<file path="src/verilog/fw_mem_pkg.sv">
/*
 * Firmware memory subsystem shared definitions.
 * Bus widths, address map, response and region codes.
 */

package fw_mem_pkg;

  // ----------------------------------------
  // Widths
  // ----------------------------------------
  localparam int AXI_ADDR_W = 12;
  localparam int DATA_W     = 32;
  localparam int STRB_W     = 4;
  localparam int RAM_ADDR_W = 9;

  // ----------------------------------------
  // Address map
  // ----------------------------------------
  // RAM window spans 0x000 to 0x7ff
  localparam logic [AXI_ADDR_W-1:0] RAM_BASE      = 12'h000;
  localparam logic [AXI_ADDR_W-1:0] MODE_REG_ADDR = 12'h800;

  // Transactions allowed in flight
  localparam int MAX_OUTSTANDING = 2;

  typedef logic [AXI_ADDR_W-1:0] axi_addr_t;
  typedef logic [DATA_W-1:0]     word_t;
  typedef logic [STRB_W-1:0]     strb_t;
  typedef logic [RAM_ADDR_W-1:0] ram_addr_t;
  typedef logic [1:0]            resp_t;
  typedef logic [1:0]            region_t;

  // AXI response codes
  localparam resp_t RESP_OKAY   = 2'b00;
  localparam resp_t RESP_SLVERR = 2'b10;

  // Decoded target of a request
  localparam region_t REGION_RAM  = 2'd0;
  localparam region_t REGION_MODE = 2'd1;
  localparam region_t REGION_NONE = 2'd2;

endpackage

</file>
<file path="src/verilog/axil_req_stage.sv">
/*
 * AXI4-Lite request acceptance stage.
 * Arbitrates writes over reads, limits outstanding transactions
 * and registers the chosen request for the decode stage.
 */

`timescale 1ns/1ps

module axil_req_stage
  import fw_mem_pkg::*;
(
  input  logic      clk,
  input  logic      reset_n,
  input  logic      awvalid,
  input  logic      wvalid,
  input  logic      arvalid,
  input  axi_addr_t awaddr,
  input  axi_addr_t araddr,
  input  word_t     wdata,
  input  strb_t     wstrb,
  input  logic      resp_pop,
  output logic      awready,
  output logic      wready,
  output logic      arready,
  output logic      req_valid,
  output logic      req_write,
  output axi_addr_t req_addr,
  output word_t     req_wdata,
  output strb_t     req_strb
);

  localparam int CNT_W = $clog2(MAX_OUTSTANDING + 1);

  logic [CNT_W-1:0] outstanding;
  logic             has_room;
  logic             write_pending;
  logic             accept_write;
  logic             accept_read;
  logic             accept;

  // ----------------------------------------
  // Arbitration
  // ----------------------------------------
  assign has_room      = (outstanding < CNT_W'(MAX_OUTSTANDING));
  // A write needs both address and data present
  assign write_pending = awvalid && wvalid;
  assign accept_write  = write_pending && has_room;
  // Reads only when no write is waiting
  assign accept_read   = arvalid && !write_pending && has_room;
  assign accept        = accept_write || accept_read;

  assign awready = accept_write;
  assign wready  = accept_write;
  assign arready = accept_read;

  // Outstanding count rises on accept and falls on each B or R handshake
  always_ff @(posedge clk) begin
    if (!reset_n) begin
      outstanding <= '0;
    end else begin
      case ({accept, resp_pop})
        2'b10:   outstanding <= outstanding + 1'b1;
        2'b01:   outstanding <= outstanding - 1'b1;
        default: outstanding <= outstanding;
      endcase
    end
  end

  // ----------------------------------------
  // Request register
  // ----------------------------------------
  always_ff @(posedge clk) begin
    if (!reset_n) begin
      req_valid <= 1'b0;
      req_write <= 1'b0;
    end else begin
      req_valid <= accept;
      req_write <= accept_write;
    end
  end

  // Request payload
  always_ff @(posedge clk) begin
    if (accept) begin
      req_addr  <= accept_write ? awaddr : araddr;
      req_wdata <= wdata;
      // Reads carry no strobes
      req_strb  <= accept_write ? wstrb : '0;
    end
  end

  // Counter bounded by the limit, and a pop implies something in flight
  a_outstanding_max: assert property (@(posedge clk) disable iff (!reset_n)
    outstanding <= CNT_W'(MAX_OUTSTANDING));
  a_pop_in_flight: assert property (@(posedge clk) disable iff (!reset_n)
    resp_pop |-> (outstanding != '0));

endmodule

</file>
<file path="config.mk">
export PLATFORM = sky130hd
export DESIGN_NAME = axil_req_stage
export DESIGN_NICKNAME = d
export VERILOG_FILES = /design/src/verilog/fw_mem_pkg.sv /design/src/verilog/axil_req_stage.sv
export SDC_FILE = /design/constraint.sdc
export NUM_CORES = 1
export LEC_CHECK = 0
export BUFFER_PORTS_ARGS = -buffer_cell sky130_fd_sc_hd__clkbuf_2
export CAP_MARGIN = 30
export CORE_AREA = 2 2 51 100
export DETAILED_ROUTE_END_ITERATION = 12
export DIE_AREA = 0 0 53 102
export PLACE_DENSITY = 0.75
export SYNTH_ARGS = -nofsm -noshare
export SYNTH_HDL_FRONTEND = slang
export SYNTH_SLANG_ARGS = --single-unit
export TNS_END_PERCENT = 10
</file>
<file path="constraint.sdc">
create_clock -name clk -period 5.9 [get_ports clk]
set_input_delay 1.475 -clock clk [delete_from_list [all_inputs] [get_ports clk]]
set_output_delay 1.475 -clock clk [all_outputs]
set_load 0.1 [all_outputs]
</file>
Yosys cells after proc, flatten, opt, wreduce, memory -nomap -nowiden
Index checks and enable logic that the tools add are counted.
{"block": "word_totals", "reg_bits": 52, "input_bits": 66, "out_inout_bits": 53, "word_cells": 20}
{"block": "classes", "addsub": 2, "magnitude_cmp": 1, "eq_ne": 2, "n_mux": 2, "reduce_logical": 7}
{"op": "12-bit 2-to-1 mux", "n": 1}
{"op": "1-bit logical AND", "n": 4}
{"op": "2-bit case mux with 2 select lines", "n": 1}
{"op": "2-bit by 1-bit adder with 2-bit output (second input constant)", "n": 1}
{"op": "2-bit by 1-bit equality test with 1-bit output (second input constant)", "n": 1}
{"op": "2-bit equality test (second input constant)", "n": 1}
{"op": "2-bit < comparator (second input constant)", "n": 1}
{"op": "2-bit nonzero test", "n": 1}
{"op": "2-bit by 1-bit subtractor with 2-bit output (second input constant)", "n": 1}
{"op": "1-bit zero test", "n": 1}
{"op": "1-bit logical OR", "n": 1}

Logic depth before layout (Yosys ltp)
{"block": "depth", "depth_word": 7, "ltp_mapped": 7, "ltp_nobuf": 7}

Least setup slack after synthesis
Ideal clock, no wire load.
{"block": "synth_timing", "kind": "input to output", "startpoint": "input awvalid", "endpoint": "output arready", "arrival_ns": 3.773, "required_time_ns": 4.425, "path_slack_ns": 0.652, "stages": 2, "n_path_buf": 0, "path_cell_list": "nand2_2 nor3b_1"}
{"block": "synth_via", "elab_chain_len": 4}
{"element": "from (decl)", "line_no": "axil_req_stage.sv:14", "text": "input logic awvalid,"}
{"element": "1-bit logical AND", "line_no": "axil_req_stage.sv:46", "text": "assign write_pending = awvalid && wvalid;"}
{"element": "1-bit zero test", "line_no": "axil_req_stage.sv:49", "text": "assign accept_read = arvalid && !write_pending && has_room;"}
{"element": "1-bit logical AND (2 in series)", "line_no": "axil_req_stage.sv:49"}
{"element": "to (decl)", "line_no": "axil_req_stage.sv:24", "text": "output logic arready,"}
Every way passes these cells.

Final worst setup path
{"block": "layout_timing", "startpoint": "input wvalid", "endpoint": "output awready"}
{"block": "layout_via", "elab_chain_len": 2}
{"element": "from (decl)", "line_no": "axil_req_stage.sv:15", "text": "input logic wvalid,"}
{"element": "1-bit logical AND", "line_no": "axil_req_stage.sv:46"}
{"element": "1-bit logical AND", "line_no": "axil_req_stage.sv:47", "text": "assign accept_write = write_pending && has_room;"}
{"element": "to (decl)", "line_no": "axil_req_stage.sv:22", "text": "output logic awready,"}
Every way passes these cells.

==> results.md <==
- CTS HTree Levels: 2
- Status: completed
- Kind of critical path: input port to primary output
- CP Max Fanout: 19
- GRT busiest layer: met2
- Normalized max-slew margin: 0.603
- First-pass GRT wire length: between 5 and 6 mm
- GRT met1 Usage: 0.127
- Routability cong.: 0.702
- Die Wd: 53 µm
- Syn_nets: about 150
- Synth Area in XOR/XNOR: 0.00962
- Layout cells sized above 1: 0.676
- Final min period: 4.06 ns
- Die height: between 100 and 150 µm
- Num CTS Buffers: 5
- Core Area: ~0.0046 mm²
- Vias in the first global route: around 1,100
- IO buf count: around 120
- Clock-pin slew on the worst setup and hold paths: approximately 0.090 ns
- WL final: about 3.7 mm
- Max Cap Viol: 0
- Final setup TNS: 0 ns
- Cells after synthesis: 85
- Final worst path period share: 0.689
- Post-synthesis sequential area ratio: 0.836
- Cell Area, Synth: ~0.0018 mm²
- R2r setup slk: 3.89 ns
- Post-synthesis mux area share: 0.0825
- Gr ovfl total: 0
- Tightest hold margin: a little under 0.6 ns
- ANT nets after route: 0
- Initial antenna violation count: 0
- R2R Path Start: outstanding[1]
- P per Cell Area: between 400 and 500 mW/mm²
- Nets: roughly 280
- RSZ-0062 raised after global routing: false
- Syn avg cell area: 21.4 µm²
- Most frequent cells in the layout: clkbuf_2, edfxtp_1, mux2_2, and2_1, clkbuf_8
- GRT Util Overall: 0.132
- GRT met3 Usage: 0.0658
- 1st-pass router iterations: 3
- Dpl cell area: between 0.002 and 0.0025 mm²
- DP Wirelength: 2.93 mm
- Maximum vdd drop: between 0.0003 and 0.0004 V
- Clock Latency Late Sink: 0.30 ns
- Hold buffer count at CTS: 0
- Io pins: about 120
- GRT met2 Usage: 0.224
- Final Skew: 0.00866 ns
- Die Area: between 0.005 and 0.006 mm²
- Final hold violations: 0
- Hold EP: outstanding[1]
- Synthesis Warnings: 0
- Final Max Tran Viols: 0
- Compound-Gate Fraction of Synth Area: 0.00962
- Root Driver: clkbuf_8
- Diodes inserted: 0
- Area Overhead vs Synth: 41.4%
- Sinks on Clock Net: 52
- Synth cell types: 17
- Initial drt markers: 8
- Clock Path Buffers: 2
- Via count: 1,185
- Crit Reg-Reg Endpoint: outstanding[1]
- TritonCTS clock tree: built
- Largest net degree at the start of global routing: 51
- Final setup violation count: 0
- Area of the multi-input gates: between 200 and 300 µm²
- Largest family of logic cells by synthesized area: multiplexers
- Depth of the worst hold-timing path: 2
- Commonest non-fill, non-tap cell in the layout: clkbuf_2
- Hold Crit Class: flip-flop to flip-flop
- Fmax: around 250 MHz
- Pleak: ~0.0012 µW
- Initial Utilization: 0.396
- Crit path DAT: 2.59 ns
- Worst-Margin Slew: approximately 0.6 ns
- Post_cts resized: 0
- Crit end category: primary output
- Drc violations: 0
- Drt via density: ~4.5
- Synth Area in Simple Gates: 0.0412
- Crit start category: input port
- Wire length per cell: ~14 µm
- PnR Total Power: around 1300 µW
- Post-Layout Inst Area: ~0.0026 mm²
- Adder and majority cell fraction of the synthesized area: 0.00687
- Cells after DPL: between 200 and 300
- Post-synthesis sequential element count: 52
- Layout Cells excl Fill: around 270
- Worst Min Path Start: outstanding[1]
- Rows: 35
- Reg area: around 0.0015 mm²
- Post-CTS setup buffers: 0
- R2R cell count: 6
- # fillers: 425
- Worst Path Required: roughly 4.4 ns
-- worst max-delay path by stage --
stage               startpoint      end
detailed placement      wvalid  awready
floorplan              awvalid  arready
global route            wvalid  awready
finish                  wvalid  awready
global placement       awvalid  awready
CTS                     wvalid  awready
-- report_power, final --
group | leakage, µW | internal (µW) | switching, µW
clock network | 0.0000452 | 86.5 | 119
registers | 0.000509 | 480 | 19.9
logic | 0.000614 | 74.7 | 474
total | 0.00117 | 641 | 612
-- final cells by class --
type,count,share of cell area
Clock inverter,3,0.00972
Clock buffer,5,0.0267
Sequential cell,52,0.591
Tap cell,55,0.0267
Timing Repair Buffer,119,0.232
Inverter,2,0.00292
Multi-Input combinational cell,29,0.110
-- logic make-up after synthesis --
kind of cell,Yosys count
adders and majority gates,1
AOI/OAI and AO/OA,3
muxes,12
and+or+nand+nor,11
xor gates and xnor gates,2
buffers and inverters,4
DFF,52
-- per-stage QoR --
stage               setup slack (ns)  utilization
floorplan                      0.652            -
global placement                1.84        0.539
detailed placement              1.82        0.539
CTS                             1.82        0.560
global route                    1.76        0.560
finish                          1.84        0.560
-- worst max-delay path, cell delays in order --
cell and delay [ns]:
clkbuf_2 0.09, nand2_2 0.08, nor2_4 0.39, clkbuf_2 0.54
-- state kept, by name, summed over array words and instances (netlist names) --
name	count
req_valid	1
req_addr	12
req_wdata	32
req_write	1
outstanding	2
req_strb	4
-- cell usage after synthesis (all sizes together) --
cell / count / area (µm²)
a21boi: 1 / 7.51
a21oi: 1 / 5.00
and2: 7 / 43.8
buf: 2 / 18.8
dfxtp: 4 / 80.1
edfxtp: 48 / 1440
ha: 1 / 12.5
inv: 2 / 7.51
mux2: 12 / 150
nand2: 1 / 6.26
nor2: 1 / 11.3
nor3b: 1 / 7.51
o21ai: 1 / 5.00
or3: 1 / 6.26
xnor2: 2 / 17.5
-- routing by layer --
layer,wire length (µm),up-vias
li1,-,567
met1,1100,534
met2,2030,78
met3,437,6
met4,87,0
met5,0,-
No activity file was read; power rests on OpenSTA's default activity.
