[config.mk]
export PLATFORM = sky130hd
export DESIGN_NAME = axil_resp_stage
export DESIGN_NICKNAME = d
export VERILOG_FILES = /design/src/verilog/fw_mem_pkg.sv /design/src/verilog/axil_resp_stage.sv
export SDC_FILE = /design/constraint.sdc
export NUM_CORES = 1
export LEC_CHECK = 0
export BUFFER_PORTS_ARGS = -buffer_cell sky130_fd_sc_hd__buf_2
export CAP_MARGIN = 40
export CORE_MARGIN = 4
export CORE_UTILIZATION = 38
export DETAILED_ROUTE_END_ITERATION = 16
export SETUP_SLACK_MARGIN = 0.15
export SYNTH_ARGS = -nofsm -noshare
export SYNTH_HDL_FRONTEND = slang
export SYNTH_SLANG_ARGS = --single-unit
export TNS_END_PERCENT = 5
[constraint.sdc]
create_clock -name clk -period 2.25 [get_ports clk]
set_input_delay 0.225 -clock clk [delete_from_list [all_inputs] [get_ports clk]]
set_output_delay 0.225 -clock clk [all_outputs]
set_load 0.005 [all_outputs]
[src/verilog/fw_mem_pkg.sv]
/*
 * Firmware memory subsystem shared definitions.
 * Bus widths, address map, response and region codes.
 */

package fw_mem_pkg;

  // ----------------------------------------
  // Widths
  // ----------------------------------------
  localparam int AXI_ADDR_W = 12;
  localparam int DATA_W     = 32;
  localparam int STRB_W     = 4;
  localparam int RAM_ADDR_W = 9;

  // ----------------------------------------
  // Address map
  // ----------------------------------------
  // RAM window spans 0x000 to 0x7ff
  localparam logic [AXI_ADDR_W-1:0] RAM_BASE      = 12'h000;
  localparam logic [AXI_ADDR_W-1:0] MODE_REG_ADDR = 12'h800;

  // Transactions allowed in flight
  localparam int MAX_OUTSTANDING = 2;

  typedef logic [AXI_ADDR_W-1:0] axi_addr_t;
  typedef logic [DATA_W-1:0]     word_t;
  typedef logic [STRB_W-1:0]     strb_t;
  typedef logic [RAM_ADDR_W-1:0] ram_addr_t;
  typedef logic [1:0]            resp_t;
  typedef logic [1:0]            region_t;

  // AXI response codes
  localparam resp_t RESP_OKAY   = 2'b00;
  localparam resp_t RESP_SLVERR = 2'b10;

  // Decoded target of a request
  localparam region_t REGION_RAM  = 2'd0;
  localparam region_t REGION_MODE = 2'd1;
  localparam region_t REGION_NONE = 2'd2;

endpackage

[src/verilog/axil_resp_stage.sv]
/*
 * Response stage.
 * Builds response data and code per region and queues them in a
 * two-entry FIFO that feeds the B and R channels in order.
 */

`timescale 1ns/1ps

module axil_resp_stage
  import fw_mem_pkg::*;
(
  input  logic    clk,
  input  logic    reset_n,
  input  logic    tag_valid,
  input  logic    tag_write,
  input  region_t tag_region,
  input  logic    tag_mode,
  input  word_t   read_data,
  input  logic    ready,
  input  logic    bready,
  input  logic    rready,
  output logic    bvalid,
  output logic    rvalid,
  output resp_t   bresp,
  output resp_t   rresp,
  output word_t   rdata,
  output logic    resp_pop
);

  localparam int DEPTH = 2;

  // Queue storage for the payload
  logic  q_write [DEPTH];
  resp_t q_resp  [DEPTH];
  word_t q_data  [DEPTH];

  logic       wr_ptr;
  logic       rd_ptr;
  logic [1:0] count;
  logic       not_empty;
  logic       push;

  word_t resp_data;
  resp_t resp_code;

  // ----------------------------------------
  // Response forming
  // ----------------------------------------
  always_comb begin
    case (tag_region)
      REGION_RAM: begin
        // Sealed RAM already returns zero
        resp_data = read_data;
        resp_code = RESP_OKAY;
      end
      REGION_MODE: begin
        resp_data = {{(DATA_W-1){1'b0}}, tag_mode};
        resp_code = RESP_OKAY;
      end
      default: begin
        resp_data = '0;
        resp_code = RESP_SLVERR;
      end
    endcase
  end

  // ----------------------------------------
  // Two-entry FIFO
  // ----------------------------------------
  assign push      = tag_valid;
  assign not_empty = (count != 2'd0);
  assign resp_pop  = (bvalid && bready) || (rvalid && rready);

  always_ff @(posedge clk) begin
    if (!reset_n) begin
      wr_ptr <= 1'b0;
      rd_ptr <= 1'b0;
      count  <= 2'd0;
    end else begin
      if (push) begin
        wr_ptr <= !wr_ptr;
      end
      if (resp_pop) begin
        rd_ptr <= !rd_ptr;
      end
      count <= count + {1'b0, push} - {1'b0, resp_pop};
    end
  end

  always_ff @(posedge clk) begin
    if (push) begin
      q_write[wr_ptr] <= tag_write;
      q_resp[wr_ptr]  <= resp_code;
      q_data[wr_ptr]  <= resp_data;
    end
  end

  // Head routed to B or R by its write flag
  assign bvalid = not_empty && q_write[rd_ptr];
  assign rvalid = not_empty && !q_write[rd_ptr];
  assign bresp  = q_resp[rd_ptr];
  assign rresp  = q_resp[rd_ptr];
  assign rdata  = q_data[rd_ptr];

  a_no_overflow: assert property (@(posedge clk) disable iff (!reset_n)
    push |-> (count != 2'd2));
  // RAM ready must line up with the delayed RAM tag
  a_ready_aligned: assert property (@(posedge clk) disable iff (!reset_n)
    ready == (tag_valid && (tag_region == REGION_RAM)));

endmodule

# Word-level counts from Yosys, hierarchy flattened
# Memory sizes are Yosys's and may differ from the RTL's. A register that Yosys moved wholly into a read port is not among the register bits.
# Cells that the tools add are included.
[word_totals]
output_inout_bits = 39
mem_count = 3
reg_bits = 4
ramBits = 70
[mem_list]
columns = ["memory", "depth", "word_bits", "rd", "rd_clocked_by_memory_dff", "write_ports", "line", "rtl"]
rows = [
  ["q_data", 2, 32, 1, 1, 1, "axil_resp_stage.sv:35", "word_t q_data [DEPTH];"],
  ["q_resp", 2, 2, 1, 1, 1, "axil_resp_stage.sv:34", "resp_t q_resp [DEPTH];"],
  ["q_write", 2, 1, 1, 1, 1, "axil_resp_stage.sv:33", "logic q_write [DEPTH];"],
]
[classes]
n_eq_ne = 1
n_mux = 10
reduce_logical = 11
n_addsub = 2
[ops]
columns = ["op", "n"]
rows = [
  ["32-bit case mux with 2 select lines", 1],
  ["1-bit two-way mux", 8],
  ["1-bit logical AND", 4],
  ["1-bit logical NOT", 3],
  ["2-bit by 1-bit adder with 2-bit output", 1],
  ["2-bit by 1-bit == test with 1-bit output (second input constant)", 1],
  ["2-bit logical NOT", 1],
  ["2-bit two-way mux", 1],
  ["2-bit nonzero test", 1],
  ["2-bit OR reduction", 1],
  ["2-bit by 1-bit subtractor with 2-bit output", 1],
  ["1-bit logical OR", 1],
]

# Depth between registers and ports, before layout
[logic_depth]
ltp_word = 6
depth_mapped = 8

# Least setup slack after synthesis
# OpenSTA, ideal clock, no wires.
[synth_path]
path_kind = "register to register"
startpoint = "register wr_ptr"
endpoint = "memory q_data[0][0] (netlist bit), enable pin"
arrival_ps = 1864
slack_ps = -44
t_required_ps = 1820
period_less_slack_ps = 2294
path_stages_with_launch = 2
n_path_buf = 0
cell_sequence = "dfxtp_1 > nor2b_1"
[synth_rtl]
columns = ["item", "line", "rtl"]
rows = [
  ["start: declaration", "axil_resp_stage.sv:37", "logic wr_ptr;"],
  ["start signal: assignment", "axil_resp_stage.sv:81", "wr_ptr <= !wr_ptr;"],
  ["end: declaration", "axil_resp_stage.sv:35", ""],
]
# Straight into the memory's write port.

==> flow_metrics.py <==
metrics = {
    "clocking": {
        "path_clk_slew_ns": 0.06,
        "cts_resized": 0,
        "cts_setup_buffers": 0,
        "cts-root-buf": "clkbuf_8",
        "cts_sinks": 73,
        "cts_tree": "yes",
        "clock_latency_ns": 0.33,
        "clock_path_buffers": 2,
        "h-tree-depth": 3,
        "cts.hold.buffers_added": 0,
        "numCtsBuffers": 9,
    },
    "routing": {
        "vias_per_cell": 4.53,
        "first_iter_violations": 51,
        "ant_nets": 0,
        "routed_wl_um": 5160,
        "wire_per_inst_um": 14.3,
        "firstDrtPassIters": 4,
        "num_vias": 1639,
        "drc": 0,
    },
    "hold_path": {
        "hold_end": "q_write[0]",
        "worstHoldPathCells": 1,
        "worstHoldStart": "tag_write",
        "hold_class": "primary input to flip-flop",
    },
    "sta": {
        "setup_violations": 0,
        "hold_slack_ns": 0.0855,
        "rsz0062_at_grt": "no",
        "hold_viol": 0,
        "fin_skew_ns": 0.00537,
        "setup_tns_ns": 0,
        "maxSlewViolCount": 0,
        "fin_crit_ns": 1.87,
        "fmax_ghz": 0.535,
        "period_share": 0.830,
        "setup_slack_ns": 0.382,
    },
    "layout": {
        "synthToLayoutAreaGrowth_pct": 22.4,
        "antenna_cells": 0,
        "nets": 302,
        "drive_gt1_frac": 0.510,
        "fillCellCount": 670,
        "mostFrequentLayoutCell": "buf_2",
        "most-common-layout-cells": "buf_2, edfxtp_1, mux2_2",
    },
    "global_route": {
        "use_met2": 0.195,
        "grt_start_max_net_pins": 35,
        "track_usage": 0.118,
        "grt_use_met1": 0.134,
        "grt_pass1_wl_um": 7940,
        "grtUsageMet3": 0.0532,
        "antenna_found_initial": 0,
        "grt_overflow": 0,
        "grt_pass1_vias": 1726,
        "busiest_layer": "met2",
    },
    "synth": {
        "netlist_area_um2": 2950,
        "synthArstFlopShare": 0,
        "netlist_instances": 175,
        "synth_top_cell_area_share": 0.692,
        "synth_area_leader_cell": "edfxtp_1",
        "ys_seq_area_frac": 0.726,
        "synthTopCellsByArea": "edfxtp_1, mux2_2, and2_1",
        "synth-seq-cells": 73,
        "synthFlopType": "edfxtp_1",
        "yosys_warnings": 0,
        "synthDistinctLibCells": 20,
        "synth_edf_count": 68,
        "post_synth.cell_area_avg_um2": 16.9,
    },
    "worst_setup_path": {
        "ff2ff_path_depth": 6,
        "crit_arrival_ns": 1.64,
        "slowest_stage": "buf_4",
        "crit_fanout": 33,
        "r2r-end": "count[0]",
        "cp.required_ns": 2.03,
        "rrSetupSlack_ns": 0.48,
        "path_cells": "buf_4 -> mux2_2 -> buf_2",
        "end_kind": "primary output",
        "cp-start-kind": "flip-flop",
        "max_stage_delay_ns": 0.42,
        "crit_type": "flip-flop to primary output",
    },
    "floorplan": {
        "die_w_um": 96.1,
        "core_um2": 7410,
        "initial_core_util": 0.398,
        "die_area_um2": 9240,
        "ios": 81,
        "die_h_um": 96.1,
        "rows": 31,
    },
    "power_and_ir_drop": {
        "p_leak_nw": 1.42,
        "p_total_mw": 2.71,
        "ir_worst_vdd_mv": 0.263,
        "p_per_area_nw_per_um2": 750,
    },
    "flow_run": {
        "max_cap_viol_count": 0,
    },
    "outcome": {
        "status": "completed",
    },
    "place": {
        "routabilityCongestion": 0.699,
        "post-place-ws_ns": 0.463,
        "dp_hpwl_um": 3380,
        "port_buffers": 77,
    },
}
## sequential cells by signal, summed over array words and instances (netlist names), named ones only
| name | flops |
|---|---|
| count | 2 |
| q_data | 64 |
| q_resp | 2 |
| q_write | 2 |
| rd_ptr | 1 |
| wr_ptr | 1 |
## metrics by stage
stage | cells | utilization | instance area, µm²
2_1_floorplan | 176 | - | 2960
3_3_place_gp | 347 | 0.467 | 3460
3_5_place_dp | 347 | 0.467 | 3460
4_1_cts | 362 | 0.488 | 3610
5_1_grt | 362 | 0.488 | 3610
6_report | 362 | 0.488 | 3610
## routing by layer
layer	part of all wire	wire (µm)
met3	0.090	464
met1	0.42	2140
met5	0	0
met4	0.014	72
met2	0.48	2480
## kinds of logic (layout without fill, tap and decap cells)
| logic type | count (synthesis) | after routing | synth area share |
|---|---|---|---|
| compound gates | 6 | 6 | 0.0127 |
| flops | 73 | 73 | 0.726 |
| mux | 37 | 37 | 0.144 |
| simple gates | 46 | 46 | 0.0916 |
| fa+ha+maj | 1 | 1 | 0.00424 |
| buf+inv | 11 | 98 | 0.0204 |
| other cells | 1 | 2 | 0.00127 |
## layout make-up
class | count | area [µm²] | share of cell area
clock buffer | 10 | 128 | 0.0353
clock inverter | 5 | 23.8 | 0.00658
multi-input combinational | 92 | 763 | 0.211
sequential | 73 | 2140 | 0.593
tap | 99 | 124 | 0.0343
timing repair buffer | 83 | 430 | 0.119
## synth_stat cells, types with 2 or more instances
| master | instances |
|---|---|
| a21boi_1 | 2 |
| o21ai_1 | 2 |
| mux2i_1 | 3 |
| nand2_1 | 2 |
| and2_1 | 33 |
| clkbuf_1 | 7 |
| edfxtp_1 | 68 |
| nor2_1 | 5 |
| nand2b_1 | 2 |
| nor2b_1 | 3 |
| mux2_2 | 33 |
| buf_4 | 3 |
| dfxtp_1 | 5 |
## power breakdown
part | internal [mW] | switching, mW
Clock | 0.382 | 0.431
Sequential | 1.56 | 0.0191
Combinational | 0.167 | 0.147
Total | 2.11 | 0.598
## worst max-delay path by stage
stage | slack [ns] | end | startpoint | cells after the start
after CTS | 0.33 | rdata[7] | flip-flop | 3
after global routing | 0.28 | rdata[18] | flip-flop | 3
after floorplan | 0.52 | count[0] | flip-flop | 7
after detailed placement | 0.46 | count[0] | flip-flop | 6
after global placement | 0.49 | count[0] | flip-flop | 6
final | 0.38 | rdata[7] | flip-flop | 3
## worst max-delay path, delay by kind of cell (launching register included)
kind / cells / cell delay, ns
mux: 1 / 0.40
buf+inv: 2 / 0.55
flops: 1 / 0.36
(Power assumes the default switching activity.)
