--- config.mk ---
export PLATFORM = sky130hd
export DESIGN_NAME = access_ctrl_stage
export DESIGN_NICKNAME = d
export VERILOG_FILES = /design/src/verilog/fw_mem_pkg.sv /design/src/verilog/access_ctrl_stage.sv
export SDC_FILE = /design/constraint.sdc
export NUM_CORES = 1
export LEC_CHECK = 0
export BUFFER_PORTS_ARGS = -buffer_cell sky130_fd_sc_hd__buf_2
export CAP_MARGIN = 20
export CORE_UTILIZATION = 33
export CTS_CLUSTER_SIZE = 10
export DETAILED_ROUTE_END_ITERATION = 10
export GPL_TIMING_DRIVEN = 0
export PLACE_DENSITY_LB_ADDON = 0.2
export REMOVE_ABC_BUFFERS = 1
export SETUP_SLACK_MARGIN = 0.15
export SLEW_MARGIN = 10
export SYNTH_ARGS = -nofsm -noshare
export SYNTH_HDL_FRONTEND = slang
export SYNTH_SLANG_ARGS = --single-unit
--- constraint.sdc ---
create_clock -name clk -period 0.96 [get_ports clk]
set_clock_uncertainty 0.1 [all_clocks]
set_input_delay 0.144 -clock clk [delete_from_list [all_inputs] [get_ports clk]]
set_output_delay 0.144 -clock clk [all_outputs]
set_load 0.05 [all_outputs]
--- src/verilog/fw_mem_pkg.sv ---
/*
 * Firmware memory subsystem shared definitions.
 * Bus widths, address map, response and region codes.
 */

package fw_mem_pkg;

  // ----------------------------------------
  // Widths
  // ----------------------------------------
  localparam int AXI_ADDR_W = 12;
  localparam int DATA_W     = 32;
  localparam int STRB_W     = 4;
  localparam int RAM_ADDR_W = 9;

  // ----------------------------------------
  // Address map
  // ----------------------------------------
  // RAM window spans 0x000 to 0x7ff
  localparam logic [AXI_ADDR_W-1:0] RAM_BASE      = 12'h000;
  localparam logic [AXI_ADDR_W-1:0] MODE_REG_ADDR = 12'h800;

  // Transactions allowed in flight
  localparam int MAX_OUTSTANDING = 2;

  typedef logic [AXI_ADDR_W-1:0] axi_addr_t;
  typedef logic [DATA_W-1:0]     word_t;
  typedef logic [STRB_W-1:0]     strb_t;
  typedef logic [RAM_ADDR_W-1:0] ram_addr_t;
  typedef logic [1:0]            resp_t;
  typedef logic [1:0]            region_t;

  // AXI response codes
  localparam resp_t RESP_OKAY   = 2'b00;
  localparam resp_t RESP_SLVERR = 2'b10;

  // Decoded target of a request
  localparam region_t REGION_RAM  = 2'd0;
  localparam region_t REGION_MODE = 2'd1;
  localparam region_t REGION_NONE = 2'd2;

endpackage

--- src/verilog/access_ctrl_stage.sv ---
/*
 * Decode and mode control stage.
 * Maps addresses to regions, holds the sticky application-mode bit
 * and drives the RAM request and the delayed response tag.
 */

`timescale 1ns/1ps

module access_ctrl_stage
  import fw_mem_pkg::*;
(
  input  logic      clk,
  input  logic      reset_n,
  input  logic      req_valid,
  input  logic      req_write,
  input  axi_addr_t req_addr,
  input  word_t     req_wdata,
  input  strb_t     req_strb,
  output logic      cs,
  output strb_t     we,
  output ram_addr_t address,
  output word_t     write_data,
  output logic      fw_app_mode,
  output logic      tag_valid,
  output logic      tag_write,
  output region_t   tag_region,
  output logic      tag_mode
);

  localparam int RAM_TOP_BIT = RAM_ADDR_W + 2;

  axi_addr_t ram_offset;
  region_t   region;
  logic      mode_reg;
  logic      set_mode;

  // First tag register lines up with cs
  logic      d_valid;
  logic      d_write;
  region_t   d_region;
  logic      d_mode;

  // ----------------------------------------
  // Address decode
  // ----------------------------------------
  assign ram_offset = req_addr - RAM_BASE;

  always_comb begin
    if (ram_offset[AXI_ADDR_W-1:RAM_TOP_BIT] == '0) begin
      region = REGION_RAM;
    end else if (req_addr[AXI_ADDR_W-1:2] == MODE_REG_ADDR[AXI_ADDR_W-1:2]) begin
      // Whole word decoded with the byte offset ignored
      region = REGION_MODE;
    end else begin
      region = REGION_NONE;
    end
  end

  // Mode latches on byte 0 strobe with data bit 0 set
  assign set_mode = req_valid && req_write && (region == REGION_MODE) &&
                    req_strb[0] && req_wdata[0];

  // Sticky until reset
  always_ff @(posedge clk) begin
    if (!reset_n) begin
      mode_reg <= 1'b0;
    end else if (set_mode) begin
      mode_reg <= 1'b1;
    end
  end

  assign fw_app_mode = mode_reg;

  // ----------------------------------------
  // RAM request
  // ----------------------------------------
  always_ff @(posedge clk) begin
    if (!reset_n) begin
      cs <= 1'b0;
      we <= '0;
    end else begin
      cs <= req_valid && (region == REGION_RAM);
      we <= (req_valid && req_write && (region == REGION_RAM)) ? req_strb : '0;
    end
  end

  always_ff @(posedge clk) begin
    address    <= ram_offset[RAM_TOP_BIT-1:2];
    write_data <= req_wdata;
  end

  // ----------------------------------------
  // Response tag delayed two cycles
  // ----------------------------------------
  always_ff @(posedge clk) begin
    if (!reset_n) begin
      d_valid   <= 1'b0;
      tag_valid <= 1'b0;
    end else begin
      d_valid   <= req_valid;
      tag_valid <= d_valid;
    end
  end

  always_ff @(posedge clk) begin
    // Mode as seen before this request
    d_write    <= req_write;
    d_region   <= region;
    d_mode     <= mode_reg;
    tag_write  <= d_write;
    tag_region <= d_region;
    tag_mode   <= d_mode;
  end

  // RAM select must come back as a RAM tag on the next cycle
  a_cs_ram_only: assert property (@(posedge clk) disable iff (!reset_n)
    cs |=> (tag_valid && (tag_region == REGION_RAM)));

endmodule

; ---- Yosys cells after proc, flatten, opt, wreduce, memory -nomap -nowiden
; Cells that the tools add are included.
[word_totals]
out_inout_bits = 52
elab_cells = 25
register_bits = 57
latch_bits = 0
ram_bits = 0
in_bits = 52
romBits = 0
memories = 0
[classes]
bitwise = 0
reduce_logical = 8
mux = 2
mul = 0
div_mod_pow = 0
shift = 0
order_cmp = 0
addsub = 0
eq_ne = 2
[ops]
columns = cell, n
row1 = 10-bit equality test (second input constant), 1
row2 = 1-bit logical AND, 6
row3 = 2-bit two-way mux, 2
row4 = 2-bit by 1-bit equality test with 1-bit output (second input constant), 1
row5 = 2-bit logical NOT, 1
row6 = 2-bit AND reduction, 1

; ---- Depth between registers and ports, before layout
; Gate-level depths: netlist of the first run.
[depth]
word_depth = 7
ltp_mapped = 3

; ---- Worst setup path before layout of the first run
; Ideal clock, no wire load.
[synth_path]
kind = flip-flop to flip-flop
start = register, netlist name fw_app_mode
end = register mode_reg (netlist: fw_app_mode)
t_required_ns = 0.793
setup_time_ns = 0.067
stages_incl_launch_ff = 3
synth_period_minus_slack_ns = 0.967
arrival_ns = 0.800
n_path_buf = 0
slack_ns = -0.007
cell_sequence = dfxtp_1 -> nand2_1 -> o21ai_2
[synth_lines]
columns = element, line
row1 = end signal: assignment, access_ctrl_stage.sv:66  ; mode_reg <= 1'b0;
row2 = end signal: assignment, access_ctrl_stage.sv:68  ; mode_reg <= 1'b1;
row3 = end: declaration, access_ctrl_stage.sv:34  ; logic mode_reg;

; ---- Final worst setup path of the first run
[layout_path]
start = register write_data[9]
end = output port write_data[9]
[layout_lines]
columns = element, line
row1 = start: declaration, access_ctrl_stage.sv:22  ; output word_t write_data,
row2 = start signal: assignment, access_ctrl_stage.sv:89  ; write_data <= req_wdata;
; No word-level cell between the ends.

==> qor.yml, run 1 <==
drt-met1-wl_mm: 1.53
crit_family: "flip-flops"
synth_top_family_by_area: "simple AND/OR/NAND/NOR gates"
finalSetupViolCount: 52
wl_met2_mm: 2.12
rows: 22
slew_viol_final: 0
critPathBufInv: 1
area_delta_synth_final_pct: 137
timing.fmax_mhz: 937
cts_buffer_depth: 2
cts_tree: "done"
ant_nets: 0
core_area_mm2: 0.00369
met3_length_um: 410
worstPathMaxFanout: 1
cp_cell_sequence: "buf_8"
wl_per_cell_um: 14.4
violations: "negative hold slack, negative setup slack"
path_class: "reg -> out"
fp.dieH_um: 64.1
peakVddDrop_mv: 1.18
grt_setup_unrepaired: "true"
synthSimpleGateAreaFrac_pct: 8.56
clkSlewWorstSetupHoldPaths_ns: 0.05
drc: 0
status: "complete, but fails checks"
synth-compound-area-share_pct: 1.38
ys_types: 15
vias: 1176
final.fill_count: 207
syn_area_mm2: 0.00127
grt_pass1_vias: 1266
period_share_pct: 111
final_net_count: 288
clk_latency_ns: 0.32
drt_iter0_markers: 28
instances_no_fill: 286
syn_inst: 75
yosysSeqAreaShare_pct: 89.8
cts_root_buffer: "clkbuf_8"
final_common_cell: "dfxtp_2"
finalHoldViolCount: 3
final_util_pct: 81.8
wl_mm: 4.13
hold_slack_ns: -0.0407
required_ns: 0.72
io_pins: 104
crit_slowest_cell: "dfxtp_2"
antenna_found_initial: 0
power_density_mw_per_mm2: 1740
grt_max_degree: 9
via_per_inst: 4.11
yosys.area_share.adder_pct: 0
top_layer_used: "met4"
htreeDepth: 3
maxSlewHeadroom_pct: 77.2
synth_xor_area_share_pct: 0
ys_ff_latch: 57
clock-sinks: 57
layout_min_cycle_time_ns: 1.07
drtPass1Iterations: 4
fin_tns_setup_ns: -4.16
ys_warn_count: 0
slowest_delay_ns: 0.35
crit_arrival_ns: 0.82
start_util_pct: 34.5
hpwlAfterDp_mm: 2.00
min_path_type: "in -> reg"
port_buffers: 101
final_cell_mix: "dfxtp_2, buf_2, dlygate4sd3_1"
maxCapViolCount: 0
die_x_um: 64.1
leakage_nw: 1.39
grt_overflow: 0
drive_above_1_share_pct: 73.1
dpl.cell_count: 224
grt_pass1_wl_mm: 5.84
track_usage_pct: 20.5
synth_mux_area_share_pct: 0
dieArea_mm2: 0.00410
antenna_cells: 0
cts_buffers: 9
avgSynthCellArea_um2: 16.9
tightest_slew_ns: 0.342
worst_setup_path_start_kind: "flip-flop"
gp_congestion: 0.678
worst_slack_ns: -0.107
cp-end-kind: "primary output"
## registers in the layout, indices dropped and copies added (netlist names)
signal       cells
tag_mode         1
write_data      32
tag_valid        1
fw_app_mode      1
tag_write        1
we               4
d_region         2
d_mode           1
d_valid          1
d_write          1
cs               1
address          9
tag_region       2
## where the power goes
group          internal (W)  total [W]  switching [W]
Sequential          0.00250    0.00256      0.0000658
Clock              0.000958    0.00174       0.000781
Combinational      0.000447   0.000939       0.000492
## stage by stage
step | total power, W | hold WS [ns] | setup WS, ns | area, um2
floorplan | 0.00293 | 0.0717 | -0.00738 | 1270
global placement | 0.00313 | 0.146 | -0.182 | 1840
detailed placement | 0.00314 | 0.148 | -0.204 | 1840
CTS | 0.00520 | -0.0543 | -0.122 | 2900
global route | 0.00548 | -0.0371 | -0.139 | 3020
finish | 0.00524 | -0.0407 | -0.107 | 3020
## area by class of cell
class,count,area [um2],share of cell area (%)
Clock inverter,1,5.00,0.166
Tap cell,48,60.1,1.99
Multi-Input combinational cell,17,146,4.85
Timing Repair Buffer,150,1450,48.0
Sequential cell,57,1210,40.1
Inverter,1,3.75,0.124
Clock buffer,12,145,4.81
## per-layer routing
metal / vias to the layer above / track usage, %
met3: 9 / 11.4
li1: 558 / -
met4: 0 / 8.24
met5: - / 0
met1: 530 / 20.6
met2: 79 / 34.8
## worst min-delay path: stages
cell,delay (ns)
buf_2,0.09
nand2_2,0.07
inv_1,0.05
## repair_timing
item                       CTS  global route
setup endpoints to repair   53            55
buffers inserted             1             1
gates resized for setup    169            27
hold buffers                46             1
hold endpoints to repair    52             4
pin swaps                    0             1
## cell usage after synthesis
master | n | area [um2]
nor3_1 | 1 | 5.00
nor4_2 | 1 | 12.5
nand2_2 | 2 | 12.5
dfxtp_1 | 57 | 1140
and2_2 | 1 | 7.51
o21ai_2 | 1 | 8.76
and2_1 | 4 | 25.0
nor4b_2 | 1 | 15.0
nand2_1 | 1 | 3.75
nor3b_1 | 1 | 7.51
nor2_1 | 1 | 3.75
nand3_1 | 1 | 5.00
o31a_1 | 1 | 8.76
inv_1 | 1 | 3.75
or4_4 | 1 | 11.3
## path summary, 6_finish.rpt
kind,start,to,slack (ns),depth (start not counted)
worst max-delay path,write_data[9],write_data[9],-0.11,1
worst min-delay path,req_valid,d_valid,-0.04,3
worst max register to register,fw_app_mode,fw_app_mode,0.17,3
worst min register to register,d_write,tag_write,0.22,0
## cells by family (layout without fill, tap and decap cells)
logic type | count (synthesis) | after routing
simple gates | 15 | 15
compound gates | 2 | 2
buf+inv | 1 | 164
flops | 57 | 57
Power figures use the tool's default switching activity.
==> run 2: changes to the inputs <==
--- a/constraint.sdc
+++ b/constraint.sdc
@@ -4,2 +4,2 @@
 set_output_delay 0.144 -clock clk [all_outputs]
-set_load 0.05 [all_outputs]
+set_load 0.1 [all_outputs]
==> run 2 against run 1 <==
The run still ends with negative hold slack, negative setup slack left. Combinational power is 58% higher. Final cell count is 0.35% lower. First-iteration DRC count is 29% lower. Fmax is 3.1% lower. Die area stayed put. Largest cell class unchanged.
==> qor.yml, run 2 (synthesis results as in run 1) <==
antenna_found_initial: 0  # unchanged
maxSlewHeadroom_pct: 81.1  # was 77.2%
cts_root_buffer: "clkbuf_8"  # unchanged
worst_slack_ns: -0.140  # was -0.107 ns
dpl_cell_area_mm2: 0.00184  # unchanged
clk_latency_ns: 0.32  # about the same
clkSlewWorstSetupHoldPaths_ns: 0.06  # was 0.05 ns
finalHoldViolCount: 3  # unchanged
leakage_nw: 1.55  # was 1.39 nW
grt_setup_unrepaired: "true"  # unchanged
antenna_cells: 0  # unchanged
hold_slack_ns: -0.0317  # was -0.0407 ns
final_util_pct: 91.2  # was 81.8%
crit_path_start: "address[0]"  # was write_data[9]
required_ns: 0.72  # about the same
top_regs: "write_data (32), address (9), we (4)"  # unchanged
crit_family: "flip-flops"  # unchanged
final_cell_mix: "buf_12, dfxtp_2, buf_2"  # was dfxtp_2, buf_2, dlygate4sd3_1
comb_power_share_pct: 25.2  # was 17.9%
top_register: "write_data"  # unchanged
slew_viol_final: 0  # unchanged
crit_slowest_cell: "dfxtp_2"  # unchanged
finalSetupViolCount: 52  # unchanged
area_delta_synth_final_pct: 165  # was 137%
regToRegSetupSlack_ns: 0.19  # was 0.17 ns
vias: 1215  # was 1,176
slowest_delay_ns: 0.36  # was 0.35 ns
ctsHoldBuffers: 46  # unchanged
r2r-start: "fw_app_mode"  # unchanged
fin_tns_setup_ns: -6.09  # was -4.16 ns
rows: 22  # unchanged
cts_buffer_depth: 2  # unchanged
core_area_mm2: 0.00369  # unchanged
wl_per_cell_um: 16.8  # was 14.4 um
wl_mm: 4.79  # was 4.13 mm
timing.fmax_mhz: 909  # was 937 MHz
drive_above_1_share_pct: 74.3  # was 73.1%
gp_congestion: 0.678  # unchanged
port_buffers: 101  # unchanged
power_density_mw_per_mm2: 1750  # was 1740 mW/mm2
final_common_cell: "buf_12"  # was dfxtp_2
htreeDepth: 3  # unchanged
clock-sinks: 57  # unchanged
power_frac_seq_pct: 44.0  # was 48.9%
drtPass1Iterations: 4  # unchanged
maxCapViolCount: 0  # unchanged
grt_overflow: 0  # unchanged
hpwlAfterDp_mm: 2.00  # unchanged
worst_setup_path_start_kind: "flip-flop"  # unchanged
tightest_slew_ns: 0.283  # was 0.342 ns
p_sw_share_pct: 31.1  # was 25.6%
min_path_type: "in -> reg"  # unchanged
largest_register_ff_count: 32  # unchanged
clockPowerShare_pct: 30.7  # was 33.2%
status: "complete, but fails checks"  # unchanged
cts_tree: "done"  # unchanged
via_per_inst: 4.26  # was 4.11
start_util_pct: 34.5  # unchanged
ant_nets: 0  # unchanged
drc: 0  # unchanged
cp_cell_sequence: "buf_12"  # was buf_8
critPathBufInv: 1  # unchanged
track_usage_pct: 25.3  # was 20.5%
grt_pass1_vias: 1368  # was 1,266
violations: "negative hold slack, negative setup slack"  # unchanged
crit_arrival_ns: 0.86  # was 0.82 ns
drt_iter0_markers: 20  # was 28
p_sw_w: 0.00183  # was 0.00134 W
die_x_um: 64.1  # unchanged
path_class: "reg -> out"  # unchanged
grt_max_degree: 9  # unchanged
layout_min_cycle_time_ns: 1.10  # was 1.07 ns
peakVddDrop_mv: 1.41  # was 1.18 mV
dieArea_mm2: 0.00410  # unchanged
final.fill_count: 126  # was 207
worstPathMaxFanout: 1  # unchanged
period_share_pct: 115  # was 111%
cp-end-kind: "primary output"  # unchanged
io_pins: 104  # unchanged
grt_pass1_wl_mm: 7.27  # was 5.84 mm
fin_area_mm2: 0.00336  # was 0.00302 mm2
internal-power_w: 0.00405  # was 0.00390 W
final_net_count: 287  # was 288
cts_buffers: 9  # unchanged
hp-start: "reset_n"  # was req_valid
fp.dieH_um: 64.1  # unchanged
run 2: timing repair:
item                                    4_1_cts  5_1_grt
hold endpoints to repair                     52        4
resized for setup                           263       12
buffers inserted                              1        1
endpoints found under the setup margin       53       59
cloned                                        0        0
pin swaps                                     0        1
run 2: worst paths after layout:
kind	cells past startpoint	end
hold reg to reg	0	tag_mode
setup reg to reg	3	fw_app_mode
hold / removal	3	fw_app_mode
setup / recovery	1	address[0]
run 2: power groups by stage:
stage | logic (W) | registers, W | clock network, W
final | 0.00148 | 0.00259 | 0.00181
after global routing | 0.00152 | 0.00260 | 0.00197
after CTS | 0.00144 | 0.00258 | 0.00178
after detailed placement | 0.000977 | 0.00255 | 0
after global placement | 0.000972 | 0.00255 | 0
after floorplan | 0.0000155 | 0.00330 | 0
run 2: routing by layer:
metal | GRT usage [%] | vias to the layer above | part of all wire (%)
met5 | 0 | - | 0
met4 | 8.52 | 0 | 1.3
met3 | 9.29 | 8 | 8.8
met2 | 46.0 | 87 | 52
met1 | 26.6 | 562 | 38
li1 | - | 558 | -
run 2: cell type report:
cell class              count  area, um2  area share [%]
repair buffers            149       1780            53.0
flip-flops and latches     57       1210            35.9
multi-input cells          17        159            4.72
clock buffers              12        145            4.31
well taps                  48       60.1            1.79
clock inverters             1       5.00           0.149
inverters                   1       3.75           0.112
run 2: per-stage QoR:
step	instances	total power (W)	setup slack [ns]
finish	285	0.00588	-0.140
global route	285	0.00608	-0.178
detailed placement	224	0.00353	-0.204
floorplan	75	0.00332	-0.360
CTS	284	0.00580	-0.157
global placement	224	0.00352	-0.182
